<file path="config.mk">
export PLATFORM = sky130hd
export DESIGN_NAME = ac97_ctrl_top
export DESIGN_NICKNAME = d
export VERILOG_FILES = /design/src/ac97_bus_pkg.sv /design/src/ac97_audio_pkg.sv /design/src/ac97_sample_tick.sv /design/src/ac97_reg_decode.sv /design/src/ac97_sample_fifo.sv /design/src/ac97_codec_regs.sv /design/src/ac97_stream_status.sv /design/src/ac97_ctrl_top.sv
export VERILOG_INCLUDE_DIRS = /design/src
export SDC_FILE = /design/constraint.sdc
export NUM_CORES = 2
export LEC_CHECK = 0
export BUFFER_PORTS_ARGS = -buffer_cell sky130_fd_sc_hd__buf_4
export CORE_ASPECT_RATIO = 0.8
export CORE_UTILIZATION = 49
export CTS_CLUSTER_DIAMETER = 80
export DETAILED_ROUTE_END_ITERATION = 10
export PLACE_DENSITY = 0.66
export SETUP_SLACK_MARGIN = 0.2
export SYNTH_ARGS = -nofsm -noshare
export SYNTH_HDL_FRONTEND = slang
export SYNTH_SLANG_ARGS = --single-unit
</file>
<file path="constraint.sdc">
create_clock -name clk_adc_125mhz -period 5.5 [get_ports clk_adc_125mhz]
set_input_delay 1.375 -clock clk_adc_125mhz [delete_from_list [all_inputs] [get_ports clk_adc_125mhz]]
set_output_delay 1.375 -clock clk_adc_125mhz [all_outputs]
set_load 0.01 [all_outputs]
</file>
<file path="src/ac97_defines.svh">
`ifndef AC97_DEFINES_SVH
`define AC97_DEFINES_SVH

// ----------------------------------------
// register map, byte offsets on addr[19:0]
// ----------------------------------------
`define AC97_REG_PLAY        20'h00000  // play sample, write only
`define AC97_REG_REC         20'h00004  // record sample, read only
`define AC97_REG_STAT        20'h00008  // status byte, read only
`define AC97_REG_FIFO_RST    20'h0000C  // fifo reset bits, write only
`define AC97_REG_CODEC_ADDR  20'h00010  // codec command, write only
`define AC97_REG_CODEC_RD    20'h00014  // codec read data
`define AC97_REG_CODEC_WR    20'h00018  // codec write data

// ----------------------------------------
// stream timing and sizes
// ----------------------------------------
`define AC97_FIFO_DEPTH      16         // pairs per fifo
`define AC97_TICK_RUN        2604       // cycles per short 48k period
`define AC97_TICK_FRAC       6          // periods per long run, also per 8k tick
`define AC97_RESET_DELAY     32         // cycles until codec ready

// interrupt thresholds
`define AC97_PLAY_IRQ_MAX    7          // play half empty
`define AC97_REC_IRQ_MIN     8          // record half full

`endif

</file>
<file path="src/ac97_bus_pkg.sv">
package ac97_bus_pkg;

  // ----------------------------------------
  // register bus request and response
  // ----------------------------------------
  typedef struct packed {
    logic [31:0] addr;             // byte address, low 20 bits decoded
    logic [31:0] wdata;            // raw write word
    logic        we;               // write enable strobe
    logic        re;               // read enable strobe
  } bus_req_t;

  typedef struct packed {
    logic [31:0] rdata;            // valid together with ack
    logic        ack;              // one cycle after enable
  } bus_rsp_t;

  // ----------------------------------------
  // views of one write word
  // ----------------------------------------
  typedef struct packed {
    logic [15:0] rsvd;
    logic [15:0] sample;           // play sample or codec data
  } wdata_smp_t;

  typedef struct packed {
    logic [29:0] rsvd;
    logic        rec;              // clear record fifo
    logic        play;             // clear play fifo
  } wdata_rst_t;

  typedef struct packed {
    logic [23:0] rsvd;
    logic        rd;               // 1 read, 0 write
    logic [5:0]  addr;             // codec word address
    logic        rsvd0;
  } wdata_cmd_t;

  typedef union packed {
    wdata_smp_t smp;
    wdata_rst_t fifo_rst;
    wdata_cmd_t cmd;
  } bus_wdata_u;

endpackage

</file>
<file path="src/ac97_audio_pkg.sv">
package ac97_audio_pkg;

  // ----------------------------------------
  // one stereo sample
  // ----------------------------------------
  typedef struct packed {
    logic [15:0] right;            // upper half
    logic [15:0] left;             // lower half
  } sample_pair_t;

  // ----------------------------------------
  // fifo fill state
  // ----------------------------------------
  typedef struct packed {
    logic [4:0] count;             // pairs held, 0..16
    logic       empty;
    logic       full;
  } fifo_stat_t;

endpackage

</file>
<file path="src/ac97_sample_tick.sv">
`include "ac97_defines.svh"

module ac97_sample_tick (
  input  logic clk_adc_125mhz,
  input  logic adc_rstn_i,
  output logic tick_48k_o,
  output logic tick_8k_o
);

  localparam int FRAC_LAST = `AC97_TICK_FRAC - 1;

  logic [11:0] cyc_q;              // cycles in current period
  logic [2:0]  frac_q;             // period index within six
  logic        long_run;           // this period is one cycle longer
  logic [11:0] last_cyc;           // terminal count of this period

  assign long_run = (frac_q == 3'(FRAC_LAST));
  assign last_cyc = long_run ? 12'(`AC97_TICK_RUN) : 12'(`AC97_TICK_RUN - 1);

  // ----------------------------------------
  // fractional divider
  // ----------------------------------------
  always_ff @(posedge clk_adc_125mhz) begin
    if (!adc_rstn_i) begin
      cyc_q      <= '0;
      frac_q     <= '0;
      tick_48k_o <= 1'b0;
      tick_8k_o  <= 1'b0;
    end else begin
      tick_48k_o <= 1'b0;                        // strobes last one cycle
      tick_8k_o  <= 1'b0;
      if (cyc_q == last_cyc) begin
        cyc_q      <= '0;                        // period done
        tick_48k_o <= 1'b1;
        tick_8k_o  <= long_run;                  // every sixth tick
        frac_q     <= long_run ? 3'd0 : frac_q + 3'd1;
      end else begin
        cyc_q <= cyc_q + 12'd1;
      end
    end
  end

endmodule

</file>
<file path="src/ac97_reg_decode.sv">
`include "ac97_defines.svh"

module ac97_reg_decode
  import ac97_bus_pkg::*, ac97_audio_pkg::*;
(
  input  logic         clk_adc_125mhz,
  input  logic         adc_rstn_i,
  input  logic         codec_ready_i,
  input  bus_req_t     bus_req_i,
  output bus_rsp_t     bus_rsp_o,
  output logic         play_push_o,
  output sample_pair_t play_pair_o,
  output logic         play_rst_o,
  input  sample_pair_t rec_head_i,
  input  fifo_stat_t   rec_stat_i,
  input  fifo_stat_t   play_stat_i,
  output logic         rec_pop_o,
  output logic         rec_rst_o,
  input  logic         underrun_i,
  input  logic         overrun_i,
  output logic         codec_acc_o,
  output logic         codec_rd_o,
  output logic [5:0]   codec_addr_o,
  output logic [15:0]  codec_wdata_o,
  input  logic [15:0]  codec_rdata_i,
  input  logic         codec_done_i
);

  bus_wdata_u   wdat;              // decoded write word
  logic [19:0]  offs;              // register offset
  logic         wr_en;             // accepted write
  logic         rd_en;
  logic         play_right_q;      // next play write is right
  logic         rec_right_q;       // next rec read is right
  logic [7:0]   stat_byte;
  sample_pair_t play_pair_q;
  logic [15:0]  codec_wdata_q;
  bus_rsp_t     rsp_q;

  assign wdat  = bus_req_i.wdata;
  assign offs  = bus_req_i.addr[19:0];
  assign wr_en = bus_req_i.we && codec_ready_i;  // writes dropped until ready
  assign rd_en = bus_req_i.re;

  assign stat_byte = {overrun_i, underrun_i, codec_ready_i, codec_done_i,
                      rec_stat_i.empty, rec_stat_i.full,
                      (play_stat_i.count <= 5'(`AC97_FIFO_DEPTH / 2)),
                      play_stat_i.full};

  // codec command goes straight to the store
  assign codec_acc_o   = wr_en && (offs == `AC97_REG_CODEC_ADDR);
  assign codec_rd_o    = wdat.cmd.rd;
  assign codec_addr_o  = wdat.cmd.addr;
  assign codec_wdata_o = codec_wdata_q;

  // right half read releases the head pair
  assign rec_pop_o = rd_en && (offs == `AC97_REG_REC) && rec_right_q && !rec_stat_i.empty;

  assign play_pair_o = play_pair_q;
  assign bus_rsp_o   = rsp_q;

  // ----------------------------------------
  // write side control
  // ----------------------------------------
  always_ff @(posedge clk_adc_125mhz) begin
    if (!adc_rstn_i) begin
      play_right_q <= 1'b0;
      play_push_o  <= 1'b0;
      play_rst_o   <= 1'b0;
      rec_rst_o    <= 1'b0;
    end else begin
      play_push_o <= 1'b0;                       // pulses by default
      play_rst_o  <= 1'b0;
      rec_rst_o   <= 1'b0;
      if (wr_en && (offs == `AC97_REG_PLAY)) begin
        play_right_q <= !play_right_q;
        play_push_o  <= play_right_q;            // pair complete after right
      end
      if (wr_en && (offs == `AC97_REG_FIFO_RST)) begin
        play_rst_o <= wdat.fifo_rst.play;
        rec_rst_o  <= wdat.fifo_rst.rec;
        if (wdat.fifo_rst.play) begin
          play_right_q <= 1'b0;                  // restart pairing at left
        end
      end
    end
  end

  // sample and codec data holding
  always_ff @(posedge clk_adc_125mhz) begin
    if (wr_en && (offs == `AC97_REG_PLAY)) begin
      if (play_right_q) begin
        play_pair_q.right <= wdat.smp.sample;
      end else begin
        play_pair_q.left <= wdat.smp.sample;
      end
    end
    if (wr_en && (offs == `AC97_REG_CODEC_WR)) begin
      codec_wdata_q <= wdat.smp.sample;
    end
  end

  // ----------------------------------------
  // read mux and acknowledge
  // ----------------------------------------
  always_ff @(posedge clk_adc_125mhz) begin
    if (!adc_rstn_i) begin
      rsp_q       <= '0;
      rec_right_q <= 1'b0;
    end else begin
      rsp_q.ack   <= bus_req_i.we || bus_req_i.re;  // every access acked
      rsp_q.rdata <= '0;
      if (wr_en && (offs == `AC97_REG_FIFO_RST) && wdat.fifo_rst.rec) begin
        rec_right_q <= 1'b0;
      end
      if (rd_en) begin
        case (offs)
          `AC97_REG_REC: begin
            if (!rec_stat_i.empty) begin         // empty reads zero, no toggle
              rsp_q.rdata <= {16'h0, rec_right_q ? rec_head_i.right : rec_head_i.left};
              rec_right_q <= !rec_right_q;
            end
          end
          `AC97_REG_STAT:     rsp_q.rdata <= {24'h0, stat_byte};
          `AC97_REG_CODEC_RD: rsp_q.rdata <= {16'h0, codec_rdata_i};
          default:            rsp_q.rdata <= '0;  // write only or unmapped
        endcase
      end
    end
  end

endmodule

</file>
<file path="src/ac97_sample_fifo.sv">
`include "ac97_defines.svh"

module ac97_sample_fifo
  import ac97_audio_pkg::*;
#(
  parameter bit OUT_REG = 1'b0                   // 1 holds popped pair at output
) (
  input  logic         clk_adc_125mhz,
  input  logic         adc_rstn_i,
  input  logic         clr_i,
  input  logic         push_i,
  input  sample_pair_t push_pair_i,
  input  logic         pop_i,
  output sample_pair_t head_o,
  output fifo_stat_t   stat_o
);

  localparam int AW = $clog2(`AC97_FIFO_DEPTH);

  sample_pair_t  mem [`AC97_FIFO_DEPTH];
  logic [AW-1:0] wr_ptr_q;
  logic [AW-1:0] rd_ptr_q;
  logic [AW:0]   count_q;
  logic          do_push;          // push that is taken
  logic          do_pop;           // pop that is taken

  assign stat_o.count = count_q;
  assign stat_o.empty = (count_q == '0);
  assign stat_o.full  = (count_q == (AW + 1)'(`AC97_FIFO_DEPTH));

  assign do_push = push_i && !stat_o.full;      // full drops the pair
  assign do_pop  = pop_i && !stat_o.empty;

  // ----------------------------------------
  // pointers and occupancy
  // ----------------------------------------
  always_ff @(posedge clk_adc_125mhz) begin
    if (!adc_rstn_i || clr_i) begin
      wr_ptr_q <= '0;
      rd_ptr_q <= '0;
      count_q  <= '0;
    end else begin
      if (do_push) wr_ptr_q <= wr_ptr_q + 1'b1;  // wraps at depth
      if (do_pop) rd_ptr_q <= rd_ptr_q + 1'b1;
      case ({do_push, do_pop})
        2'b10:   count_q <= count_q + 1'b1;
        2'b01:   count_q <= count_q - 1'b1;
        default: count_q <= count_q;
      endcase
    end
  end

  always_ff @(posedge clk_adc_125mhz) begin
    if (do_push) mem[wr_ptr_q] <= push_pair_i;
  end

  generate
    if (OUT_REG) begin : g_out_reg
      sample_pair_t out_q;                       // line output register
      always_ff @(posedge clk_adc_125mhz) begin
        if (do_pop) out_q <= mem[rd_ptr_q];
      end
      assign head_o = out_q;
    end else begin : g_fwft
      assign head_o = mem[rd_ptr_q];             // head always visible
    end
  endgenerate

endmodule

</file>
<file path="src/ac97_codec_regs.sv">
module ac97_codec_regs (
  input  logic        clk_adc_125mhz,
  input  logic        adc_rstn_i,
  input  logic        acc_i,
  input  logic        rd_i,
  input  logic [5:0]  addr_i,
  input  logic [15:0] wdata_i,
  output logic [15:0] rdata_o,
  output logic        done_o
);

  logic [15:0] mem [64];           // codec register image
  logic        pend_q;             // access in flight

  // ----------------------------------------
  // store and read-data register
  // ----------------------------------------
  always_ff @(posedge clk_adc_125mhz) begin
    if (acc_i && !rd_i) begin
      mem[addr_i] <= wdata_i;                    // write command
    end
    if (acc_i && rd_i) begin
      rdata_o <= mem[addr_i];                    // read command
    end
  end

  // access finished two cycles after command
  always_ff @(posedge clk_adc_125mhz) begin
    if (!adc_rstn_i) begin
      done_o <= 1'b1;
      pend_q <= 1'b0;
    end else if (acc_i) begin
      done_o <= 1'b0;
      pend_q <= 1'b1;
    end else if (pend_q) begin
      done_o <= 1'b1;
      pend_q <= 1'b0;
    end
  end

endmodule

</file>
<file path="src/ac97_stream_status.sv">
`include "ac97_defines.svh"

module ac97_stream_status
  import ac97_audio_pkg::*;
(
  input  logic       clk_adc_125mhz,
  input  logic       adc_rstn_i,
  input  logic       tick_48k_i,
  input  fifo_stat_t play_stat_i,
  input  fifo_stat_t rec_stat_i,
  input  logic       play_rst_i,
  input  logic       rec_rst_i,
  output logic       codec_ready_o,
  output logic       underrun_o,
  output logic       overrun_o,
  output logic       irq_play_o,
  output logic       irq_rec_o
);

  localparam int DW = $clog2(`AC97_RESET_DELAY);

  logic [DW-1:0] delay_q;          // cycles left before ready

  // ----------------------------------------
  // reset delay and codec ready
  // ----------------------------------------
  always_ff @(posedge clk_adc_125mhz) begin
    if (!adc_rstn_i) begin
      delay_q       <= DW'(`AC97_RESET_DELAY - 1);
      codec_ready_o <= 1'b0;
    end else if (delay_q != '0) begin
      delay_q <= delay_q - 1'b1;
    end else begin
      codec_ready_o <= 1'b1;                     // stays until next reset
    end
  end

  // sticky stream errors, cleared by fifo reset
  always_ff @(posedge clk_adc_125mhz) begin
    if (!adc_rstn_i) begin
      underrun_o <= 1'b0;
      overrun_o  <= 1'b0;
    end else begin
      if (play_rst_i) begin
        underrun_o <= 1'b0;
      end else if (codec_ready_o && tick_48k_i && play_stat_i.empty) begin
        underrun_o <= 1'b1;                      // nothing to play
      end
      if (rec_rst_i) begin
        overrun_o <= 1'b0;
      end else if (codec_ready_o && tick_48k_i && rec_stat_i.full) begin
        overrun_o <= 1'b1;                       // input pair lost
      end
    end
  end

  // ----------------------------------------
  // level interrupts
  // ----------------------------------------
  always_ff @(posedge clk_adc_125mhz) begin
    if (!adc_rstn_i) begin
      irq_play_o <= 1'b0;
      irq_rec_o  <= 1'b0;
    end else begin
      irq_play_o <= (play_stat_i.count <= 5'(`AC97_PLAY_IRQ_MAX));  // half empty
      irq_rec_o  <= (rec_stat_i.count >= 5'(`AC97_REC_IRQ_MIN));    // half full
    end
  end

endmodule

</file>
<file path="src/ac97_ctrl_top.sv">
module ac97_ctrl_top
  import ac97_bus_pkg::*, ac97_audio_pkg::*;
(
  input  logic         clk_adc_125mhz,
  input  logic         adc_rstn_i,
  input  bus_req_t     bus_req_i,
  output bus_rsp_t     bus_rsp_o,
  input  sample_pair_t line_in_i,
  output sample_pair_t line_out_o,
  output logic         tick_48k_o,
  output logic         tick_8k_o,
  output logic         irq_play_o,
  output logic         irq_rec_o
);

  logic         tick_48k;
  logic         codec_ready;
  logic         underrun;
  logic         overrun;
  logic         play_push;
  logic         play_rst;
  logic         rec_pop;
  logic         rec_rst;
  sample_pair_t play_pair;
  sample_pair_t rec_head;
  fifo_stat_t   play_stat;
  fifo_stat_t   rec_stat;
  logic         codec_acc;
  logic         codec_rd;
  logic [5:0]   codec_addr;
  logic [15:0]  codec_wdata;
  logic [15:0]  codec_rdata;
  logic         codec_done;

  assign tick_48k_o = tick_48k;

  // ----------------------------------------
  // sample rate strobes
  // ----------------------------------------
  ac97_sample_tick i_tick (
    .clk_adc_125mhz (clk_adc_125mhz),
    .adc_rstn_i     (adc_rstn_i),
    .tick_48k_o     (tick_48k),
    .tick_8k_o      (tick_8k_o)
  );

  ac97_reg_decode i_decode (
    .clk_adc_125mhz (clk_adc_125mhz),
    .adc_rstn_i     (adc_rstn_i),
    .codec_ready_i  (codec_ready),
    .bus_req_i      (bus_req_i),
    .bus_rsp_o      (bus_rsp_o),
    .play_push_o    (play_push),
    .play_pair_o    (play_pair),
    .play_rst_o     (play_rst),
    .rec_head_i     (rec_head),
    .rec_stat_i     (rec_stat),
    .play_stat_i    (play_stat),
    .rec_pop_o      (rec_pop),
    .rec_rst_o      (rec_rst),
    .underrun_i     (underrun),
    .overrun_i      (overrun),
    .codec_acc_o    (codec_acc),
    .codec_rd_o     (codec_rd),
    .codec_addr_o   (codec_addr),
    .codec_wdata_o  (codec_wdata),
    .codec_rdata_i  (codec_rdata),
    .codec_done_i   (codec_done)
  );

  // ----------------------------------------
  // sample fifos
  // ----------------------------------------
  ac97_sample_fifo #(.OUT_REG(1'b1)) i_play_fifo (  // head is line out
    .clk_adc_125mhz (clk_adc_125mhz),
    .adc_rstn_i     (adc_rstn_i),
    .clr_i          (play_rst),
    .push_i         (play_push),
    .push_pair_i    (play_pair),
    .pop_i          (tick_48k),
    .head_o         (line_out_o),
    .stat_o         (play_stat)
  );

  ac97_sample_fifo #(.OUT_REG(1'b0)) i_rec_fifo (
    .clk_adc_125mhz (clk_adc_125mhz),
    .adc_rstn_i     (adc_rstn_i),
    .clr_i          (rec_rst),
    .push_i         (tick_48k),                  // line in sampled per tick
    .push_pair_i    (line_in_i),
    .pop_i          (rec_pop),
    .head_o         (rec_head),
    .stat_o         (rec_stat)
  );

  ac97_codec_regs i_codec (
    .clk_adc_125mhz (clk_adc_125mhz),
    .adc_rstn_i     (adc_rstn_i),
    .acc_i          (codec_acc),
    .rd_i           (codec_rd),
    .addr_i         (codec_addr),
    .wdata_i        (codec_wdata),
    .rdata_o        (codec_rdata),
    .done_o         (codec_done)
  );

  ac97_stream_status i_status (
    .clk_adc_125mhz (clk_adc_125mhz),
    .adc_rstn_i     (adc_rstn_i),
    .tick_48k_i     (tick_48k),
    .play_stat_i    (play_stat),
    .rec_stat_i     (rec_stat),
    .play_rst_i     (play_rst),
    .rec_rst_i      (rec_rst),
    .codec_ready_o  (codec_ready),
    .underrun_o     (underrun),
    .overrun_o      (overrun),
    .irq_play_o     (irq_play_o),
    .irq_rec_o      (irq_rec_o)
  );

endmodule

</file>
Word-level counts from Yosys, hierarchy flattened
Memory sizes are Yosys's and may differ from the RTL's. A register that Yosys moved wholly into a read port is not among the register bits.
Cells that the tools add are included.
- add/subtract/negate cells: 11
- order comparisons: 3
- bitwise operators: 2
- reductions and logical operators: 45
- multiplexer cells: 26
- equality and inequality tests: 14
- operators with widths (operator ; number):
    $eq 20x5->1 const B ; 3
    $pmux 16 s3 ; 1
    $eq 20x4->1 const B ; 2
    $mux 16 ; 2
    $eq 20x3->1 const B ; 1
    $logic_not 20->1 ; 1
    $pmux 5 s2 ; 2
    $logic_and 1x1->1 ; 18
    $mux 1 ; 17
    $add 4x1->4 const B ; 4
    $sub 5x1->5 const B ; 3
    $add 12x1->12 const B ; 1
    $eq 12x12->1 ; 1
    $reduce_and 2->1 ; 6
    $add 5x1->5 const B ; 2
    $eq 5x5->1 const B ; 2
    $logic_not 5->1 ; 2
    $logic_not 1->1 ; 8
    $mux 4 ; 2
    $mux 3 ; 2
    $reduce_bool 2->1 ; 3
    $reduce_or 2->1 ; 3
    $ge 5x4->1 const B ; 1
    $le 5x3->1 const B ; 1
    8 further kinds ; 13
- memories: 3
- bits in registers: 141
- memory bits (writable): 2048
- bits of input ports: 100
- logic and storage cells: 132
- memory list (name ; words ; bits a word ; rd ports ; clocked after Yosys merged registers in ; wr ports ; RTL line ; source):
    i_codec.mem ; 64 ; 16 ; 1 ; 1 ; 1 ; ac97_codec_regs.sv:12 ; logic [15:0] mem [64];
    i_play_fifo.mem ; 16 ; 32 ; 1 ; 1 ; 1 ; ac97_sample_fifo.sv:20 ; sample_pair_t mem [`AC97_FIFO_DEPTH];
    i_rec_fifo.mem ; 16 ; 32 ; 1 ; 1 ; 1 ; ac97_sample_fifo.sv:20 ;

Logic depth before layout (Yosys ltp)
- depth after elaboration: 7
- depth in mapped cells: 13
- gate-level depth less buffers: 12

Hierarchy
A second synthesis with hierarchy kept.
- cell total of the unflattened synthesis: 4379
- area total of the unflattened synthesis: 85416.9 um2
- modules (own cells, without submodules) (module ; instances ; cells an instance ; area each (um2) ; seq. area each (um2)):
    ac97_codec_regs ; 1 ; 2192 ; 40112.2 ; 31270.0
    ac97_sample_fifo at i_play_fifo ; 1 ; 928 ; 20963.9 ; 16595.9
    ac97_sample_fifo at i_rec_fifo ; 1 ; 910 ; 20110.5 ; 15715.1
    ac97_reg_decode ; 1 ; 228 ; 3002.9 ; 1881.8
    ac97_sample_tick ; 1 ; 82 ; 822.0 ; 340.3
    ac97_stream_status ; 1 ; 39 ; 405.4 ; 200.2

Least setup slack after synthesis
Ideal clock, no wire load.
- path kind: input -> register
- from: input bus_req_i[35] in the netlist's numbering
- to: memory i_codec.mem[22][0] (netlist: i_codec.mem[11][0]) (enable)
- data required time: 5.111 ns
- path slack: 1.614 ns
- arrival: 3.497 ns
- stages on the path: 6
- cell sequence: nor4_2 > nand4_1 > nor4_1 > buf_2 > nand3_1 > nor2_1
- word-level cells in the longest chain between the ends: 5
- RTL lines (element ; RTL line ; source):
    from (decl) ; ac97_ctrl_top.sv:6 ; input bus_req_t bus_req_i,
    $eq 20x5->1 (no line) ; - ;
    $logic_and 1x1->1 ; ac97_reg_decode.sv:51 ; assign codec_acc_o = wr_en && (offs == `AC97_REG_CODEC_ADDR);
    $logic_and 1x1->1 ; ac97_codec_regs.sv:19 ; if (acc_i && !rd_i) begin
    $mux 1 ; ac97_codec_regs.sv:19 ;
    $mux 1 (not written as such) ; ac97_codec_regs.sv:20 ; mem[addr_i] <= wdata_i;
    to (decl) ; ac97_codec_regs.sv:12 ;
No other way between the ends.

Worst setup path in the final report
- from: input bus_req_i[35] in the netlist's numbering
- to: memory i_codec.mem[30][4] (netlist: i_codec.mem[15][4]) (enable)
The elaborated chain is that of the path after synthesis.

==> summary.md <==
| Metric | Value |
|---|---|
| Cells taking the most area after synthesis | edfxtp_1 76%, mux4_2 11%, dfxtp_1 1.9% |
| CP Capture Type | flop |
| Number of buffers added by the clock tree synthesis step | 210 |
| Fraction of synthesis flops using an asynchronous set or reset pin | 0% |
| Number of slew-limit violations in the final report | 0 |
| R2R setup slack | 1.99 ns |
| Via count of the first global-routing pass | around 42,000 |
| Most used standard cells in the synthesized netlist | 2,144 x edfxtp_1, 406 x mux4_2, 175 x nor2_1, 104 x clkbuf_1, 104 x mux2i_1 |
| Number of levels the H-tree was split into | 4 |
| Reg clk slew, reported paths | roughly 0.060 ns |
| Nets@finish | 4,537 |
| Count of final hold-check violations | 0 |
| Total DRC errors in the routed layout | 0 |
| Final period util | 73.0% |
| Most numerous cell in the Yosys netlist | edfxtp_1 |
| CTS sink count | around 2,200 |
| Fraction of final layout cells with drive strength greater than 1 | 26.1% |
| Outcome | complete, no violations |
| Critical path's most frequent cell | buf_4 |
| Max Freq | approximately 250 MHz |
| Transition time at the pin with the least slew margin | between 1 and 1.5 ns |
| Final Routed Wirelength | about 210,000 microns |
| Cell Area, Synth | roughly 85,000 sq um |
| Violation count after the first detailed-route iteration | 5,684 |
| Count of cells along the worst register-to-register path | 5 |
| Launching point of the worst reg2reg path | i_rec_fifo.count_q[2] |
| Effective utilization at floorplan | 49.4% |
| Arrival time of data at the critical path endpoint | 4.52 ns |
| Deepest clock path buffer count | 3 |
| Synthesized instance count | between 4,000 and 5,000 |
| RSZ-0062 raised after global routing | no |
| First-pass GRT wire length | 301,000 microns |
| Vias per cell | about 6.3 |
| Worst Setup Start Kind | primary input |
| End of the worst register-to-register path | i_rec_fifo.mem[13][10] |
| Delay contributed by the slowest stage of the critical path | roughly 0.71 ns |
| Sequential share of the synthesized area | 77.8% |
| Setup Crit Path Kind | in -> reg |
| Overall power of the completed layout | about 33 mW |
| Routed via count | 42,938 |
| Cell breakdown of the critical path | buf_4, nor4_2, nand4_1, nor4_2, buf_4, nand3_1, nor2_1, buf_4 |
| Relative area change from synthesis to final layout | 13.6% |
| Cells resized by post-CTS repair | 0 |
| Required @ worst endpoint | roughly 6.0 ns |
| Overall fraction of global-route tracks in use | approximately 24% |
| P_leak | about 30 nW |
| Routability Congestion | roughly 0.89 |
| Maximum capacitance violations | 0 |
| Floorplan die area | 175,000 sq um |
| Startpoint of the most critical setup path | bus_req_i[35] |
| Detailed-placement wirelength estimate | between 100,000 and 150,000 microns |
| Worst Setup Slack post-DPL | roughly 0.77 ns |
| Final clock skew | just over 0.05 ns |
| End of the critical path | i_codec.mem[15][4] |
| Average wire per cell in the routed design | between 30 and 40 microns |
| Post-layout min period | 4.01 ns |
| Crit-path max FO | 11 |
| Largest net degree at the start of global routing | 86 |
| Count of flip-flops with a built-in enable after synthesis | between 2,000 and 2,500 |
| Syn Area/Cell | 20.8 sq um |
| Remaining global-route overflow | 0 |
| Yosys top cell area share | around three quarters |
| Core Rows | 136 |
| Worst Hold Class | reg -> reg |
| Count of distinct cell types in the synthesized netlist | 77 |
| Setup-failing EPs final | 0 |
| Horizontal extent of the die | approximately 470 microns |
| Antenna violations before repair | 11 |
| Final antenna-violating net count | 0 |
| Post-CTS setup repair buffer count | 0 |
| Number of detailed-routing iterations run before antenna repair | 5 |
| Core area | about 170,000 sq um |
| Vertical die dimension | ~370 microns |
| Later-pin clock latency in the skew report | around 0.85 ns |
| Total negative slack for setup checks | 0 ns |
| Synth area leader | edfxtp_1 |
| CP max stage cell | nand3_1 |
| Relative slew margins | slightly below 8% |
| Power density over the cells | about 350 nW/um^2 |
| CTS tree | built |
| Synth warnings | 0 |
| Post-route setup slack | between 1 and 1.5 ns |
| Core occupancy in the finished layout | a little under three fifths |
| Most used flip-flop cell after synthesis | edfxtp_1 |
| Flop and latch count out of synthesis | between 2,000 and 2,500 |
| Total I/O pin count | ~170 |
| Number of buffers added on ports | 124 |
| Post-CTS Hold Buffers | 0 |
| Peak supply drop | 353 uV |
| Root Buffer | clkbuf_16 |
-- report_power, final --
part           leakage (nW)  switching, mW  total [mW]  internal (mW)
sequential             19.9        0.00437        18.4           18.4
clock                  3.27           6.30        14.1           7.79
combinational          6.93          0.562       0.861          0.299
-- sequential cells by signal, summed over array words and instances (netlist names), 12 cells and up, named ones only --
| name | count |
|---|---|
| i_tick.cyc_q | 12 |
| i_codec.mem | 1024 |
| i_play_fifo.mem | 512 |
| i_rec_fifo.mem | 512 |
| i_decode.codec_wdata_o | 16 |
| i_decode.bus_rsp_o | 17 |
| i_decode.play_pair_o | 32 |
| i_codec.rdata_o | 16 |
| i_play_fifo.head_o | 32 |
-- kinds of logic (layout without fill, tap and decap cells) --
family                   after synthesis  after routing  synth area share [%]
adder cells (fa/ha/maj)               22             22                 0.333
buffers and inverters                272            759                  1.52
AO/OA/AOI/OAI                        487            487                  4.21
multiplexers                         600            600                  13.2
flip-flops                          2225           2225                  77.8
XOR/XNOR                              30             30                 0.310
AND/OR/NAND/NOR                      450            450                  2.63
other                                  1             17               0.00442
-- cell usage in the layout (no fill, tap or decap), types with 43 or more instances in the layout --
| master | synthesis | final |
|---|---|---|
| edfxtp_1 | 2144 | 2144 |
| a221oi_1 | 83 | 83 |
| a21oi_1 | 62 | 62 |
| a22oi_1 | 100 | 100 |
| nand2_1 | 69 | 69 |
| mux4_2 | 406 | 406 |
| buf_4 | 32 | 332 |
| clkbuf_1 | 104 | 50 |
| mux2_2 | 77 | 77 |
| clkinv_1 | 1 | 43 |
| mux2i_1 | 104 | 104 |
| clkbuf_16 | 0 | 213 |
| o22ai_1 | 72 | 72 |
| dfxtp_1 | 81 | 75 |
| clkinv_2 | 0 | 45 |
| nor2_1 | 175 | 148 |
-- per-stage QoR --
| step | cell area (sq um) | hold WS (ns) | cells |
|---|---|---|---|
| final | 96400 | 0.452 | 6867 |
| after global routing | 96300 | 0.467 | 6866 |
| after CTS | 96300 | 0.460 | 6866 |
| after detailed placement | 89600 | 0.450 | 6480 |
| after global placement | 89600 | 0.448 | 6480 |
| after floorplan | 84900 | 0.423 | 4102 |
-- worst max-delay path, delay by kind of cell --
kind	cells	cell delay (ns)
and+or+nand+nor	5	2.44
buffers and inverters	3	0.68
-- worst min-delay path by stage --
stage | start | end | slack (ns) | depth (start not counted)
2_1_floorplan | i_status.delay_q[4] | i_status.delay_q[4] | 0.42 | 2
4_1_cts | i_status.delay_q[4] | i_status.delay_q[4] | 0.46 | 2
6_report | i_status.delay_q[4] | i_status.delay_q[4] | 0.45 | 2
3_5_place_dp | i_status.delay_q[4] | i_status.delay_q[4] | 0.45 | 2
3_3_place_gp | i_status.delay_q[4] | i_status.delay_q[4] | 0.45 | 2
5_1_grt | i_status.delay_q[4] | i_status.delay_q[4] | 0.47 | 2
-- area by class of cell --
| class | count | area, sq um |
|---|---|---|
| fill | 12691 | 75500 |
| timing repair buffer | 348 | 2800 |
| clock inverter | 121 | 1150 |
| sequential | 2225 | 66000 |
| inverter | 25 | 95.1 |
| tap | 2277 | 2850 |
| antenna | 1 | 2.50 |
| multi-input combinational | 1605 | 17900 |
| clock buffer | 265 | 5550 |
-- per-layer routing --
layer	GRT usage (%)	up-vias	routed length [microns]
li1	-	17731	-
met1	35.4	22601	86600
met2	36.3	2230	97100
met3	5.29	370	20700
met4	6.63	6	5540
met5	0.413	-	128
Power figures use the tool's default switching activity.
